--- config.mk ---
export PLATFORM = sky130hd
export DESIGN_NAME = fetch_top
export DESIGN_NICKNAME = d
export VERILOG_FILES = /design/src/source/ifetch_pkg.sv /design/src/source/icache.sv /design/src/source/fetch_pc.sv /design/src/source/fetch_queue.sv /design/src/source/fetch_top.sv
export SDC_FILE = /design/constraint.sdc
export NUM_CORES = 1
export LEC_CHECK = 0
export BUFFER_PORTS_ARGS = -buffer_cell sky130_fd_sc_hd__clkbuf_2
export CAP_MARGIN = 20
export CORE_MARGIN = 5
export CORE_UTILIZATION = 40
export DETAILED_ROUTE_END_ITERATION = 16
export GPL_TIMING_DRIVEN = 0
export MAX_ROUTING_LAYER = met4
export SETUP_SLACK_MARGIN = 0.3
export SLEW_MARGIN = 20
export SYNTH_ARGS = -nofsm -noshare
export SYNTH_HDL_FRONTEND = slang
export SYNTH_SLANG_ARGS = --single-unit
--- constraint.sdc ---
create_clock -name clk -period 4.5 [get_ports clk]
set_input_delay 0.45 -clock clk [delete_from_list [all_inputs] [get_ports clk]]
set_output_delay 0.45 -clock clk [all_outputs]
set_load 0.02 [all_outputs]
--- src/source/ifetch_pkg.sv ---
package ifetch_pkg;

    // address and data widths
    localparam int ADDR_W = 32;
    localparam int DATA_W = 32;

    // byte address split: [1:0] zero, [5:2] index, [17:6] tag
    localparam int INDEX_W = 4;
    localparam int LINES   = 16;
    localparam int TAG_LSB = 6;
    localparam int TAG_W   = 12;

    // first fetch address out of reset
    localparam logic [ADDR_W-1:0] RESET_PC = 32'h0000_0000;

    // fetch queue geometry
    localparam int FQ_DEPTH = 4;
    localparam int FQ_CNT_W = 3;

    // cache control states
    typedef enum logic [1:0] {
        IDLE   = 2'd0,
        LOOKUP = 2'd1,
        REFILL = 2'd2
    } cache_state_t;

endpackage

--- src/source/icache.sv ---
`timescale 1ns/1ps

module icache (
    input  logic                           clk,
    input  logic                           rst,

    // request side from the PC unit
    input  logic [ifetch_pkg::ADDR_W-1:0]  req_addr,
    input  logic                           req_valid,
    output logic [ifetch_pkg::DATA_W-1:0]  resp_data,
    output logic                           resp_ready,

    // refill port to external memory
    output logic [ifetch_pkg::ADDR_W-1:0]  mem_addr,
    output logic                           mem_valid,
    input  logic [ifetch_pkg::DATA_W-1:0]  mem_data,
    input  logic                           mem_ready
);

    import ifetch_pkg::*;

    cache_state_t state;
    cache_state_t next_state;

    // one word per line
    logic [DATA_W-1:0] data_arr [LINES];
    logic [TAG_W-1:0]  tag_arr  [LINES];
    logic [LINES-1:0]  valid_q;

    logic [ADDR_W-1:0]  addr_q;
    logic [INDEX_W-1:0] idx;
    logic [TAG_W-1:0]   tag;
    logic               hit;

    assign idx = addr_q[TAG_LSB-1 -: INDEX_W];
    assign tag = addr_q[TAG_LSB +: TAG_W];

    // bits above the tag are ignored
    assign hit = valid_q[idx] && (tag_arr[idx] == tag);

    always_ff @(posedge clk)
    begin
        if (rst)
        begin
            state <= IDLE;
        end
        else
        begin
            state <= next_state;
        end
    end

    always_comb
    begin
        next_state = state;
        case (state)
            IDLE:
            begin
                if (req_valid)
                begin
                    next_state = LOOKUP;
                end
            end
            LOOKUP:
            begin
                if (hit)
                begin
                    next_state = IDLE;
                end
                else
                begin
                    next_state = REFILL;
                end
            end
            REFILL:
            begin
                // retry the lookup once the line is written
                if (mem_ready)
                begin
                    next_state = LOOKUP;
                end
            end
            default:
            begin
                next_state = IDLE;
            end
        endcase
    end

    // capture the request address on entry to lookup
    always_ff @(posedge clk)
    begin
        if (state == IDLE && req_valid)
        begin
            addr_q <= req_addr;
        end
    end

    always_ff @(posedge clk)
    begin
        if (rst)
        begin
            valid_q <= '0;
        end
        else if (state == REFILL && mem_ready)
        begin
            valid_q[idx] <= 1'b1;
        end
    end

    // refill replaces whatever line held this index
    always_ff @(posedge clk)
    begin
        if (state == REFILL && mem_ready)
        begin
            data_arr[idx] <= mem_data;
            tag_arr[idx]  <= tag;
        end
    end

    assign resp_ready = (state == LOOKUP) && hit;
    assign resp_data  = data_arr[idx];

    assign mem_valid = (state == REFILL);
    assign mem_addr  = {addr_q[ADDR_W-1:2], 2'b00};

endmodule

--- src/source/fetch_pc.sv ---
`timescale 1ns/1ps

module fetch_pc (
    input  logic                            clk,
    input  logic                            rst,
    input  logic                            redirect,
    input  logic [ifetch_pkg::ADDR_W-1:0]   redirect_pc,
    input  logic [ifetch_pkg::FQ_CNT_W-1:0] count,
    output logic [ifetch_pkg::ADDR_W-1:0]   req_addr,
    output logic                            req_valid,
    input  logic [ifetch_pkg::DATA_W-1:0]   resp_data,
    input  logic                            resp_ready,
    output logic                            push,
    output logic [ifetch_pkg::ADDR_W-1:0]   push_pc,
    output logic [ifetch_pkg::DATA_W-1:0]   push_instr
);

    import ifetch_pkg::*;

    logic [ADDR_W-1:0] pc;
    logic [ADDR_W-1:0] addr_q;
    logic              in_flight;
    logic              discard;
    logic              issue;

    // a single request at a time, and only with room in the queue
    assign issue = !in_flight && (count < FQ_CNT_W'(FQ_DEPTH));

    assign req_valid = in_flight || issue;
    assign req_addr  = in_flight ? addr_q : pc;

    always_ff @(posedge clk)
    begin
        if (issue)
        begin
            addr_q <= pc;
        end
    end

    always_ff @(posedge clk)
    begin
        if (rst)
        begin
            pc        <= RESET_PC;
            in_flight <= 1'b0;
            discard   <= 1'b0;
        end
        else
        begin
            if (issue)
            begin
                in_flight <= 1'b1;
            end
            else if (resp_ready)
            begin
                in_flight <= 1'b0;
            end

            // response still owed for the old path
            if (redirect && req_valid && !resp_ready)
            begin
                discard <= 1'b1;
            end
            else if (resp_ready)
            begin
                discard <= 1'b0;
            end

            if (redirect)
            begin
                pc <= redirect_pc;
            end
            else if (resp_ready && !discard)
            begin
                pc <= pc + 32'd4;
            end
        end
    end

    assign push       = resp_ready && !discard;
    assign push_pc    = addr_q;
    assign push_instr = resp_data;

endmodule

--- src/source/fetch_queue.sv ---
`timescale 1ns/1ps

module fetch_queue (
    input  logic                            clk,
    input  logic                            rst,
    input  logic                            flush,
    input  logic                            push,
    input  logic [ifetch_pkg::ADDR_W-1:0]   push_pc,
    input  logic [ifetch_pkg::DATA_W-1:0]   push_instr,
    input  logic                            pop,
    output logic [ifetch_pkg::FQ_CNT_W-1:0] count,
    output logic                            instr_valid,
    output logic [ifetch_pkg::ADDR_W-1:0]   instr_pc,
    output logic [ifetch_pkg::DATA_W-1:0]   instr
);

    import ifetch_pkg::*;

    logic [ADDR_W-1:0] pc_mem    [FQ_DEPTH];
    logic [DATA_W-1:0] instr_mem [FQ_DEPTH];

    // depth is a power of two, pointers wrap on their own
    logic [$clog2(FQ_DEPTH)-1:0] wr_ptr;
    logic [$clog2(FQ_DEPTH)-1:0] rd_ptr;
    logic                        do_pop;

    // pop on an empty queue is dropped
    assign do_pop = pop && instr_valid;

    always_ff @(posedge clk)
    begin
        if (push && !flush)
        begin
            pc_mem[wr_ptr]    <= push_pc;
            instr_mem[wr_ptr] <= push_instr;
        end
    end

    always_ff @(posedge clk)
    begin
        if (rst || flush)
        begin
            wr_ptr <= '0;
            rd_ptr <= '0;
            count  <= '0;
        end
        else
        begin
            if (push)
            begin
                wr_ptr <= wr_ptr + 1'b1;
            end
            if (do_pop)
            begin
                rd_ptr <= rd_ptr + 1'b1;
            end

            if (push && !do_pop)
            begin
                count <= count + 1'b1;
            end
            else if (do_pop && !push)
            begin
                count <= count - 1'b1;
            end
        end
    end

    // head entry
    assign instr_valid = (count != '0);
    assign instr_pc    = pc_mem[rd_ptr];
    assign instr       = instr_mem[rd_ptr];

endmodule

--- src/source/fetch_top.sv ---
`timescale 1ns/1ps

module fetch_top (
    input  logic                           clk,
    input  logic                           rst,

    // core side
    input  logic                           redirect,
    input  logic [ifetch_pkg::ADDR_W-1:0]  redirect_pc,
    input  logic                           instr_pop,
    output logic                           instr_valid,
    output logic [ifetch_pkg::ADDR_W-1:0]  instr_pc,
    output logic [ifetch_pkg::DATA_W-1:0]  instr,

    // memory side
    output logic [ifetch_pkg::ADDR_W-1:0]  mem_addr,
    output logic                           mem_valid,
    input  logic [ifetch_pkg::DATA_W-1:0]  mem_data,
    input  logic                           mem_ready
);

    import ifetch_pkg::*;

    logic [ADDR_W-1:0]   req_addr;
    logic                req_valid;
    logic [DATA_W-1:0]   resp_data;
    logic                resp_ready;
    logic                push;
    logic [ADDR_W-1:0]   push_pc;
    logic [DATA_W-1:0]   push_instr;
    logic [FQ_CNT_W-1:0] count;

    fetch_pc u_fetch_pc (
        .clk         (clk),
        .rst         (rst),
        .redirect    (redirect),
        .redirect_pc (redirect_pc),
        .count       (count),
        .req_addr    (req_addr),
        .req_valid   (req_valid),
        .resp_data   (resp_data),
        .resp_ready  (resp_ready),
        .push        (push),
        .push_pc     (push_pc),
        .push_instr  (push_instr)
    );

    icache u_icache (
        .clk        (clk),
        .rst        (rst),
        .req_addr   (req_addr),
        .req_valid  (req_valid),
        .resp_data  (resp_data),
        .resp_ready (resp_ready),
        .mem_addr   (mem_addr),
        .mem_valid  (mem_valid),
        .mem_data   (mem_data),
        .mem_ready  (mem_ready)
    );

    // a redirect also drops everything already queued
    fetch_queue u_fetch_queue (
        .clk         (clk),
        .rst         (rst),
        .flush       (redirect),
        .push        (push),
        .push_pc     (push_pc),
        .push_instr  (push_instr),
        .pop         (instr_pop),
        .count       (count),
        .instr_valid (instr_valid),
        .instr_pc    (instr_pc),
        .instr       (instr)
    );

endmodule

# After elaboration in Yosys (flattened, before gate mapping)

Memory sizes are Yosys's and may differ from the RTL's. A register that Yosys moved wholly into a read port is not among the register bits.
Cells that the tools add are included.

Flip-flop bits (word level): 123
Memories: 4
Bits in writable memories: 960
Word-level logic and storage cells: 82

Add/subtract/negate cells: 5
Bitwise gates (word level): 1
$lt $le $gt $ge: 3
Multiplexer cells: 26
Eq/ne operators: 5
Reduce and logical (&&, ||, !) cells: 28

Memory list:

| name                    | words | bits a word | read ports | clocked after Yosys merged registers in | write ports | line              | RTL |
|---|---|---|---|---|---|---|---|
| u_icache.data_arr       | 16    | 32          | 1          | 1                                       | 1           | icache.sv:26      | `logic [DATA_W-1:0] data_arr [LINES];` |
| u_icache.tag_arr        | 16    | 12          | 1          | 1                                       | 1           | icache.sv:27      | `logic [TAG_W-1:0] tag_arr [LINES];` |
| u_fetch_queue.instr_mem | 4     | 32          | 1          | 1                                       | 1           | fetch_queue.sv:20 | `logic [DATA_W-1:0] instr_mem [FQ_DEPTH];` |
| u_fetch_queue.pc_mem    | 4     | 32          | 1          | 1                                       | 1           | fetch_queue.sv:19 | `logic [ADDR_W-1:0] pc_mem [FQ_DEPTH];` |

Operator list:

| cell                                                       | number |
|---|---|
| 2-to-1 mux 32 bit                                          | 3 |
| adder 32 x 3 -> 32 bit, second input constant              | 1 |
| bitwise OR 16 bit                                          | 1 |
| 2-to-1 mux 2 bit                                           | 7 |
| logical AND 1 bit                                          | 13 |
| == test 12 bit                                             | 1 |
| 2-to-1 mux 1 bit                                           | 9 |
| 2-to-1 mux 4 bit                                           | 2 |
| nonzero test 2 bit                                         | 4 |
| zero test 1 bit                                            | 6 |
| 2-to-1 mux 3 bit                                           | 2 |
| one-hot mux 2 bit (3 select lines)                         | 1 |
| less-than comparator 4 x 5 -> 1 bit, second input constant | 1 |
| adder 2 x 1 -> 2 bit, second input constant                | 2 |
| binary-select mux 1 bit (select 4 bit)                     | 1 |
| demux 1 bit (select 4 bit)                                 | 1 |
| >= comparator 4 x 1 -> 1 bit, second input constant        | 1 |
| adder 3 x 1 -> 3 bit, second input constant                | 1 |
| less-than comparator 3 bit, second input constant          | 1 |
| nonzero test 3 bit                                         | 1 |
| subtractor 3 x 1 -> 3 bit, second input constant           | 1 |
| == test 2 x 1 -> 1 bit, second input constant              | 1 |
| == test 2 bit, second input constant                       | 1 |
| zero test 2 bit                                            | 1 |
| 4 further kinds                                            | 5 |

# Depth between registers and ports, before layout

Gate-level depths: netlist (run 1).

Depth in word-level cells: 9
Mapped depth: 16
Mapped depth without buffers: 12

# Hierarchy

From an unflattened synthesis (run 1), not the netlist that was laid out.

Cell total of the unflattened synthesis: 1866
Area, all modules: 41755.0 um^2

By module, submodules not included:

| module      | times used | cells an instance | area an instance (um^2) |
|---|---|---|---|
| icache      | 1          | 1152              | 28424.8 |
| fetch_queue | 1          | 379               | 9754.4 |
| fetch_pc    | 1          | 335               | 3575.9 |

# Worst setup path before layout (run 1)

OpenSTA, ideal clock, no wires.

Path type: flip-flop to flip-flop
From: reg u_icache.state[1]
To: mem u_icache.data_arr[0][0], enable pin
Required time: 3.998 ns
Arrival: 4.404 ns
Setup time: 0.502 ns
Setup slack: -0.407 ns
Clock period less this slack: 4.907 ns
Stages on the path, launching flop included: 5
Path through: dfxtp_1 -> nor2b_1 -> nand2_1 -> or3_1 -> nor3_1

Longest elaborated chain between the ends: 4

RTL lines:

| what                                   | line            | RTL |
|---|---|---|
| start: declaration                     | icache.sv:22    | `cache_state_t state;` |
| start signal: assignment               | icache.sv:49    | `state <= next_state;` |
| == test 2 bit                          | -               |  |
| net mem_valid                          | fetch_top.sv:17 | `output logic mem_valid,` |
| logical AND 1 bit                      | icache.sv:114   | `if (state == REFILL && mem_ready)` |
| 2-to-1 mux 1 bit                       | icache.sv:114   |  |
| 2-to-1 mux 1 bit (implied by the code) | icache.sv:116   | `data_arr[idx] <= mem_data;` |
| end: declaration                       | icache.sv:26    |  |

The timed path passes the listed nets, and every way through them passes these cells.

==> impl_metrics.env, run 1 <==
export IMPL_max_freq_ghz=0.2451
export IMPL_final_nets=2397
export IMPL_drcViolationCount=0
export IMPL_gp_congestion=0.8663
export IMPL_vias_per_cell=5.580
export IMPL_skew_ns=0.03654
export IMPL_setup_viol=0
export IMPL_grt_use_total_pct=18.79
export IMPL_clk_pin_slew_worst_paths_ns=0.07
export IMPL_seq_area_frac_synth_pct=76.53
export IMPL_cts_sinks=1087
export IMPL_synth_warnings=0
export IMPL_die_w_um=333.3
export IMPL_clock_latency_ns=0.68
export IMPL_synth_area_top_cells="edfxtp_1, mux4_2, dfxtp_1"
export IMPL_rsz0062_at_grt="false"
export IMPL_n_fill_cell=8455
export IMPL_cts_tree="done"
export IMPL_synth_async_reset_ratio_pct=0
export IMPL_cp_max_fo=10
export IMPL_slew_headroom_pct=29.61
export IMPL_hold_viol=0
export IMPL_status="finished, final reports clean"
export IMPL_final_cell_count_no_fill=3793
export IMPL_holdWs_ns=0.03010
export IMPL_maxCapViolCount=0
export IMPL_dp_cells=3563
export IMPL_min_delay_path_depth=3
export IMPL_setup_tns_ns=0
export IMPL_cts_root_buf="clkbuf_16"
export IMPL_antenna_found_initial=3
export IMPL_worst_ir_drop_vdd_mv=0.3406
export IMPL_start_util_pct=40.33
export IMPL_rows=118
export IMPL_rr_worst_depth=15
export IMPL_die_area_mm2=0.1111
export IMPL_fin_crit_sh_pct=90.66
export IMPL_fin_crit_ns=4.080
export IMPL_synthesis_area_mm2=0.04180
export IMPL_first_pass_iters=5
export IMPL_endpoint_kind="flip-flop"
export IMPL_clockBufferDepth=3
export IMPL_htree_levels=3
export IMPL_cts_made_buffers=107
export IMPL_drive_gt1_share_pct=32.27
export IMPL_portBuffers=163
export IMPL_synthFlopType="edfxtp_1"
export IMPL_synth_cells=1963
export IMPL_synth_top_area_cell="edfxtp_1"
export IMPL_hold_path_class="in2reg"
export IMPL_die_h_um=333.3
export IMPL_netlist_area_leader_share_pct=73.42
export IMPL_crit_type="reg2reg"
export IMPL_critical_path_required_ns=5.10
export IMPL_syn_mean_instance_area_um2=21.29
export IMPL_ys_seq_elements=1087
export IMPL_grt_pass1_wl_mm=149.5
export IMPL_io_pins=167
export IMPL_grt_max_degree=38
export IMPL_power_leakage_nw=15.86
export IMPL_grt_pass1_vias=21770
export IMPL_cts_hold_buf=0
export IMPL_fin_ws_ns=0.4204
export IMPL_synth_edf_count=1022
export IMPL_drv_slew=0
export IMPL_synth_distinct_cells=68
export IMPL_ant_nets=0
export IMPL_drt_first_iter_violations=2026
export IMPL_tightestPinTransition_ns=1.052
export IMPL_arrival_ns=4.68
export IMPL_p_per_area_mw_per_mm2=449.3
export IMPL_area_growth_synth_to_final_pct=18.38
export IMPL_fin_total_pwr_mw=22.23
export IMPL_place_hpwl_mm=67.34
export IMPL_overflow=0
export IMPL_drt_total_wl_mm=103.4
export IMPL_dp_slack_ns=-0.4818
export IMPL_critPathLaunchType="flip-flop"
export IMPL_vias=21170
export IMPL_wl_per_cell_um=27.27
export IMPL_coreArea_mm2=0.1036
==> worst max-delay path: stages, from the launching register on <==
cell     delay, ns
dfxtp_4       0.39
buf_12        0.15
mux4_2        0.51
mux4_2        0.50
xnor2_2       0.20
nand2_2       0.12
or3_4         0.35
nor4_4        0.22
buf_6         0.17
buf_12        0.13
ha_2          0.19
inv_1         0.05
fa_1          0.37
xor2_1        0.15
or3_1         0.34
a21oi_2       0.14
==> state kept, by name, indices dropped and copies added (netlist names), named ones only <==
name,count
u_icache.state,2
u_fetch_pc.pc,32
u_icache.data_arr,512
u_fetch_pc.discard,1
u_icache.valid_q,16
u_fetch_queue.rd_ptr,2
u_icache.tag_arr,192
u_icache.addr_q,30
u_fetch_queue.wr_ptr,2
u_fetch_queue.instr_mem,128
u_fetch_queue.count,3
u_fetch_queue.pc_mem,128
u_fetch_pc.push_pc,32
u_fetch_pc.in_flight,1
==> power by group <==
part	switching (mW)	internal, mW
Clock	3.72	4.71
Sequential	0.200	11.4
Combinational	1.22	1.01
Total	5.14	17.1
==> final cells by class <==
cell class	instances	area (um^2)	share of cell area, %
Inverter	16	60.06	0.1214
Clock buffer	133	2848	5.755
Sequential cell	1087	32000	64.67
Clock inverter	66	457.9	0.9254
Buffer	101	645.6	1.305
Tap cell	1380	1727	3.489
Timing Repair Buffer	244	2208	4.463
Antenna cell	2	5.005	0.01011
Multi-Input combinational cell	764	9533	19.26
==> routing by layer <==
layer  vias up  GRT usage, %  part of all wire [%]
met3       173         2.834                   5.9
met1     11310         24.92                    41
li1       8952             -                     -
met2       731         30.99                    51
met5         -             -                     0
met4         0         4.618                   2.2
==> timing repair <==
action,CTS,global route
endpoints found under the hold margin,0,0
setup buffers,2,20
pin swaps,5,6
endpoints found under the setup margin,386,256
resized for setup,23,49
cloned,4,2
==> path summary, 6_finish.rpt <==
kind,slack [ns],end,start
max,0.42,u_fetch_queue.count[2],flip-flop
min,0.03,u_fetch_pc.pc[3],redirect_pc[3]
max reg2reg,0.42,u_fetch_queue.count[2],flip-flop
min reg2reg,0.44,u_fetch_pc.push_pc[0],u_fetch_pc.pc[0]
==> stage by stage <==
stage / utilization, % / area [um^2]
5_1_grt: 47.74 / 49480
2_1_floorplan: - / 41830
4_1_cts: 47.38 / 49100
3_5_place_dp: 44.07 / 45680
3_3_place_gp: 42.81 / 44370
6_report: 47.74 / 49480
==> kinds of logic (layout without fill, tap and decap cells) <==
logic type | after synthesis | count (layout) | share of synthesized area [%]
adder cells (fa/ha/maj) | 7 | 7 | 0.2275
XOR/XNOR | 14 | 14 | 0.2933
AO/OA/AOI/OAI | 108 | 108 | 1.904
other | 1 | 4 | 0.008971
flip-flops | 1087 | 1087 | 76.53
multiplexers | 341 | 341 | 16.07
AND/OR/NAND/NOR | 288 | 292 | 3.730
buffers and inverters | 117 | 560 | 1.236
==> placed cells by master (no fill, tap or decap), drive strengths merged, types with 8 or more instances in the layout <==
master,count
a21oi,12
a22oi,19
and3,21
buf,114
clkbuf,356
clkdlybuf4s15,8
clkinv,55
dfxtp,65
edfxtp,1022
inv,17
mux2,31
mux2i,49
mux4,261
nand2,39
nand3,25
nand4,14
nor2,84
nor2b,9
nor3,22
o21ai,23
or3,11
or4,14
==> Yosys cell counts (4+ instances only) <==
master / n
buf_1: 22
buf_6: 4
and3_1: 17
xor2_1: 7
inv_1: 15
o2111a_1: 5
o2111ai_1: 6
a211oi_1: 5
or4_1: 14
nand3_1: 25
clkbuf_1: 53
nand2b_1: 5
nor2_1: 84
nor4b_1: 6
a21oi_1: 12
buf_4: 8
nand3b_1: 5
dfxtp_1: 65
xnor2_1: 7
a21o_1: 5
ha_1: 6
nor3_1: 22
o21a_1: 5
nand2_1: 39
mux2_2: 31
buf_2: 14
or3b_1: 7
a211o_1: 5
o21ai_1: 12
edfxtp_1: 1022
mux2i_1: 49
a22o_1: 6
a22oi_1: 19
or3_1: 11
nor4_1: 4
nor3b_1: 5
nor2b_1: 9
nand4_1: 14
o21ai_0: 11
mux4_2: 261
(Power assumes the default switching activity.)
==> inputs of run 2 (changes only) <==
- ABC_AREA: default -> 1
==> impl_metrics.env, run 2 <==
export IMPL_status="finished, final reports clean"
export IMPL_grt_max_degree=23
export IMPL_drive_gt1_share_pct=11.55
export IMPL_utilization_pct=47.33
export IMPL_skew_ns=0.03368
export IMPL_maxCapViolCount=0
export IMPL_crit_type="reg2reg"
export IMPL_start_util_pct=40.17
export IMPL_drt_first_iter_violations=3191
export IMPL_synth_cells=3439
export IMPL_ant_nets=0
export IMPL_yosysMostFrequentCell="edfxtp_1"
export IMPL_area_growth_synth_to_final_pct=17.81
export IMPL_power_leakage_nw=17.37
export IMPL_fin_crit_sh_pct=88.38
export IMPL_regArea_mm2=0.03199
export IMPL_cts_hold_buf=0
export IMPL_synth_async_reset_ratio_pct=0
export IMPL_largestRegisters="u_icache.data_arr (512), u_icache.tag_arr (192)"
export IMPL_synth_warnings=0
export IMPL_clk_pin_slew_worst_paths_ns=0.06
export IMPL_hold_end="u_fetch_pc.pc[1]"
export IMPL_cts_root_buf="clkbuf_16"
export IMPL_layout_common_cells="edfxtp_1, nor2_1, o21ai_0"
export IMPL_clock_latency_ns=0.69
export IMPL_fin_crit_ns=3.977
export IMPL_htree_levels=3
export IMPL_synthesis_area_mm2=0.04294
export IMPL_netlist_top_cells_count="edfxtp_1, nor2_1, o21ai_0"
export IMPL_final_nets=3849
export IMPL_cts_sinks=1087
export IMPL_grt_pass1_vias=28000
export IMPL_min_delay_path_depth=3
export IMPL_rr_worst_depth=14
export IMPL_ys_seq_elements=1087
export IMPL_r2r_end="u_fetch_queue.instr_mem[0][6]"
export IMPL_path_cells="buf_2 > clkdlybuf4s15_1 > nand3_1 > nand3_1 > nand2_1 > nor2_1 > nand2_1 > nor2_1 > nand4_1 > inv_1 > nand2_1 > nor2_4 > buf_12 > buf_12"
export IMPL_fin_ws_ns=0.5231
export IMPL_cts_made_buffers=108
export IMPL_die_area_mm2=0.1140
export IMPL_grt_pass1_wl_mm=188.4
export IMPL_vias=29430
export IMPL_drcViolationCount=0
export IMPL_netlist_area_leader_share_pct=71.46
export IMPL_critical_path_required_ns=4.86
export IMPL_cp_top_family="buffers and inverters"
export IMPL_hold_viol=0
export IMPL_dp_slack_ns=0.4583
export IMPL_gp_congestion=0.9026
export IMPL_cp_max_fo=22
export IMPL_slew_headroom_pct=28.43
export IMPL_crit_path_top_delay_cell="clkdlybuf4s15_1"
export IMPL_largest_register="u_icache.data_arr"
export IMPL_cpMostUsedCell="nand2_1"
export IMPL_postCtsSetupRepairBufs=0
export IMPL_path_buf_inv=5
export IMPL_cts_resized_gates=0
export IMPL_die_w_um=337.7
export IMPL_synthFlopType="edfxtp_1"
export IMPL_coreArea_mm2=0.1069
export IMPL_synth_distinct_cells=35
export IMPL_overflow=0
export IMPL_n_fill_cell=9384
export IMPL_syn_mean_instance_area_um2=12.49
export IMPL_drv_slew=0
export IMPL_cts_tree="done"
export IMPL_hold_path_class="in2reg"
export IMPL_clockBufferDepth=3
export IMPL_endpoint_kind="flip-flop"
export IMPL_max_freq_ghz=0.2515
export IMPL_critPathMaxStageDelay_ns=0.82
export IMPL_seq_area_frac_synth_pct=74.49
export IMPL_arrival_ns=4.33
export IMPL_critPathLaunchType="flip-flop"
export IMPL_io_pins=167
export IMPL_synth_area_top_cells="edfxtp_1, o21ai_0, nor2_1"
export IMPL_fin_total_pwr_mw=23.27
export IMPL_layout_commonest_cell="edfxtp_1"
export IMPL_drt_total_wl_mm=132.1
export IMPL_tightestPinTransition_ns=1.073
export IMPL_synth_edf_count=1022
export IMPL_final_cell_count_no_fill=5275
export IMPL_die_h_um=337.7
export IMPL_place_hpwl_mm=87.81
export IMPL_synth_top_area_cell="edfxtp_1"
export IMPL_first_pass_iters=8
export IMPL_largest_reg_flops=512
export IMPL_rows=120
export IMPL_wl_per_cell_um=25.04
export IMPL_setup_viol=0
export IMPL_setup_tns_ns=0
export IMPL_vias_per_cell=5.580
export IMPL_multi_input_area_mm2=0.009709
export IMPL_worst_ir_drop_vdd_mv=0.3369
export IMPL_p_per_area_mw_per_mm2=459.8
export IMPL_r2r_slack_ns=0.52
export IMPL_grt_use_total_pct=23.17
export IMPL_rsz0062_at_grt="false"
export IMPL_min_from="redirect_pc[1]"
export IMPL_dp_cells=5066
export IMPL_antenna_found_initial=12
export IMPL_portBuffers=163
## run 2: worst max path at each step
stage | end | slack, ns | cells past startpoint
2_1_floorplan | u_fetch_queue.instr_mem[0][0] | -0.33 | 16
3_3_place_gp | u_fetch_queue.instr_mem[3][3] | -3.98 | 13
3_5_place_dp | u_fetch_queue.instr_mem[1][3] | 0.46 | 15
4_1_cts | u_fetch_queue.instr_mem[1][8] | 0.41 | 15
5_1_grt | u_fetch_queue.instr_mem[1][5] | 0.33 | 16
6_report | u_fetch_queue.instr_mem[0][6] | 0.52 | 14
## run 2: power breakdown
group,switching (mW),total [mW],internal (mW)
Clock,3.79,9.05,5.26
Combinational,2.06,2.73,0.668
Sequential,0.161,11.5,11.3
Total,6.01,23.3,17.3
## run 2: area by class of cell
class | instances | share of cell area (%)
inverter | 128 | 0.9496
clock buffer | 140 | 5.723
multi-input combinational | 2010 | 19.19
timing repair buffer | 223 | 4.298
antenna | 10 | 0.04946
buffer | 215 | 1.860
tap | 1403 | 3.470
clock inverter | 59 | 1.229
sequential | 1087 | 63.23
## run 2: stage by stage
step	hold WS [ns]	instance area, um^2
floorplan	0.4030	42950
global placement	0.4129	45520
detailed placement	0.4119	47040
CTS	0.02889	50560
global route	0.04456	50590
finish	0.06416	50590
## run 2: worst min-delay path, cell delays in order
cell and delay [ns]:
clkbuf_2 0.11, nor2_1 0.05, nor2_1 0.08
## run 2: metal layers
layer	global-route usage, %	vias up	wire length, um
met2	36.78	1510	62960
met5	-	-	0
met4	8.233	0	4820
li1	-	13140	-
met3	3.875	278	11640
met1	30.46	14500	52670
## run 2: cell families after synthesis
| logic type | Yosys count | synth area share [%] |
|---|---|---|
| AO/OA/AOI/OAI | 746 | 10.06 |
| XOR/XNOR | 25 | 0.5099 |
| adder cells (fa/ha/maj) | 7 | 0.2214 |
| buffers and inverters | 343 | 3.286 |
| flip-flops | 1087 | 74.49 |
| multiplexers | 1 | 0.02331 |
| other | 1 | 0.008732 |
| AND/OR/NAND/NOR | 1229 | 11.40 |
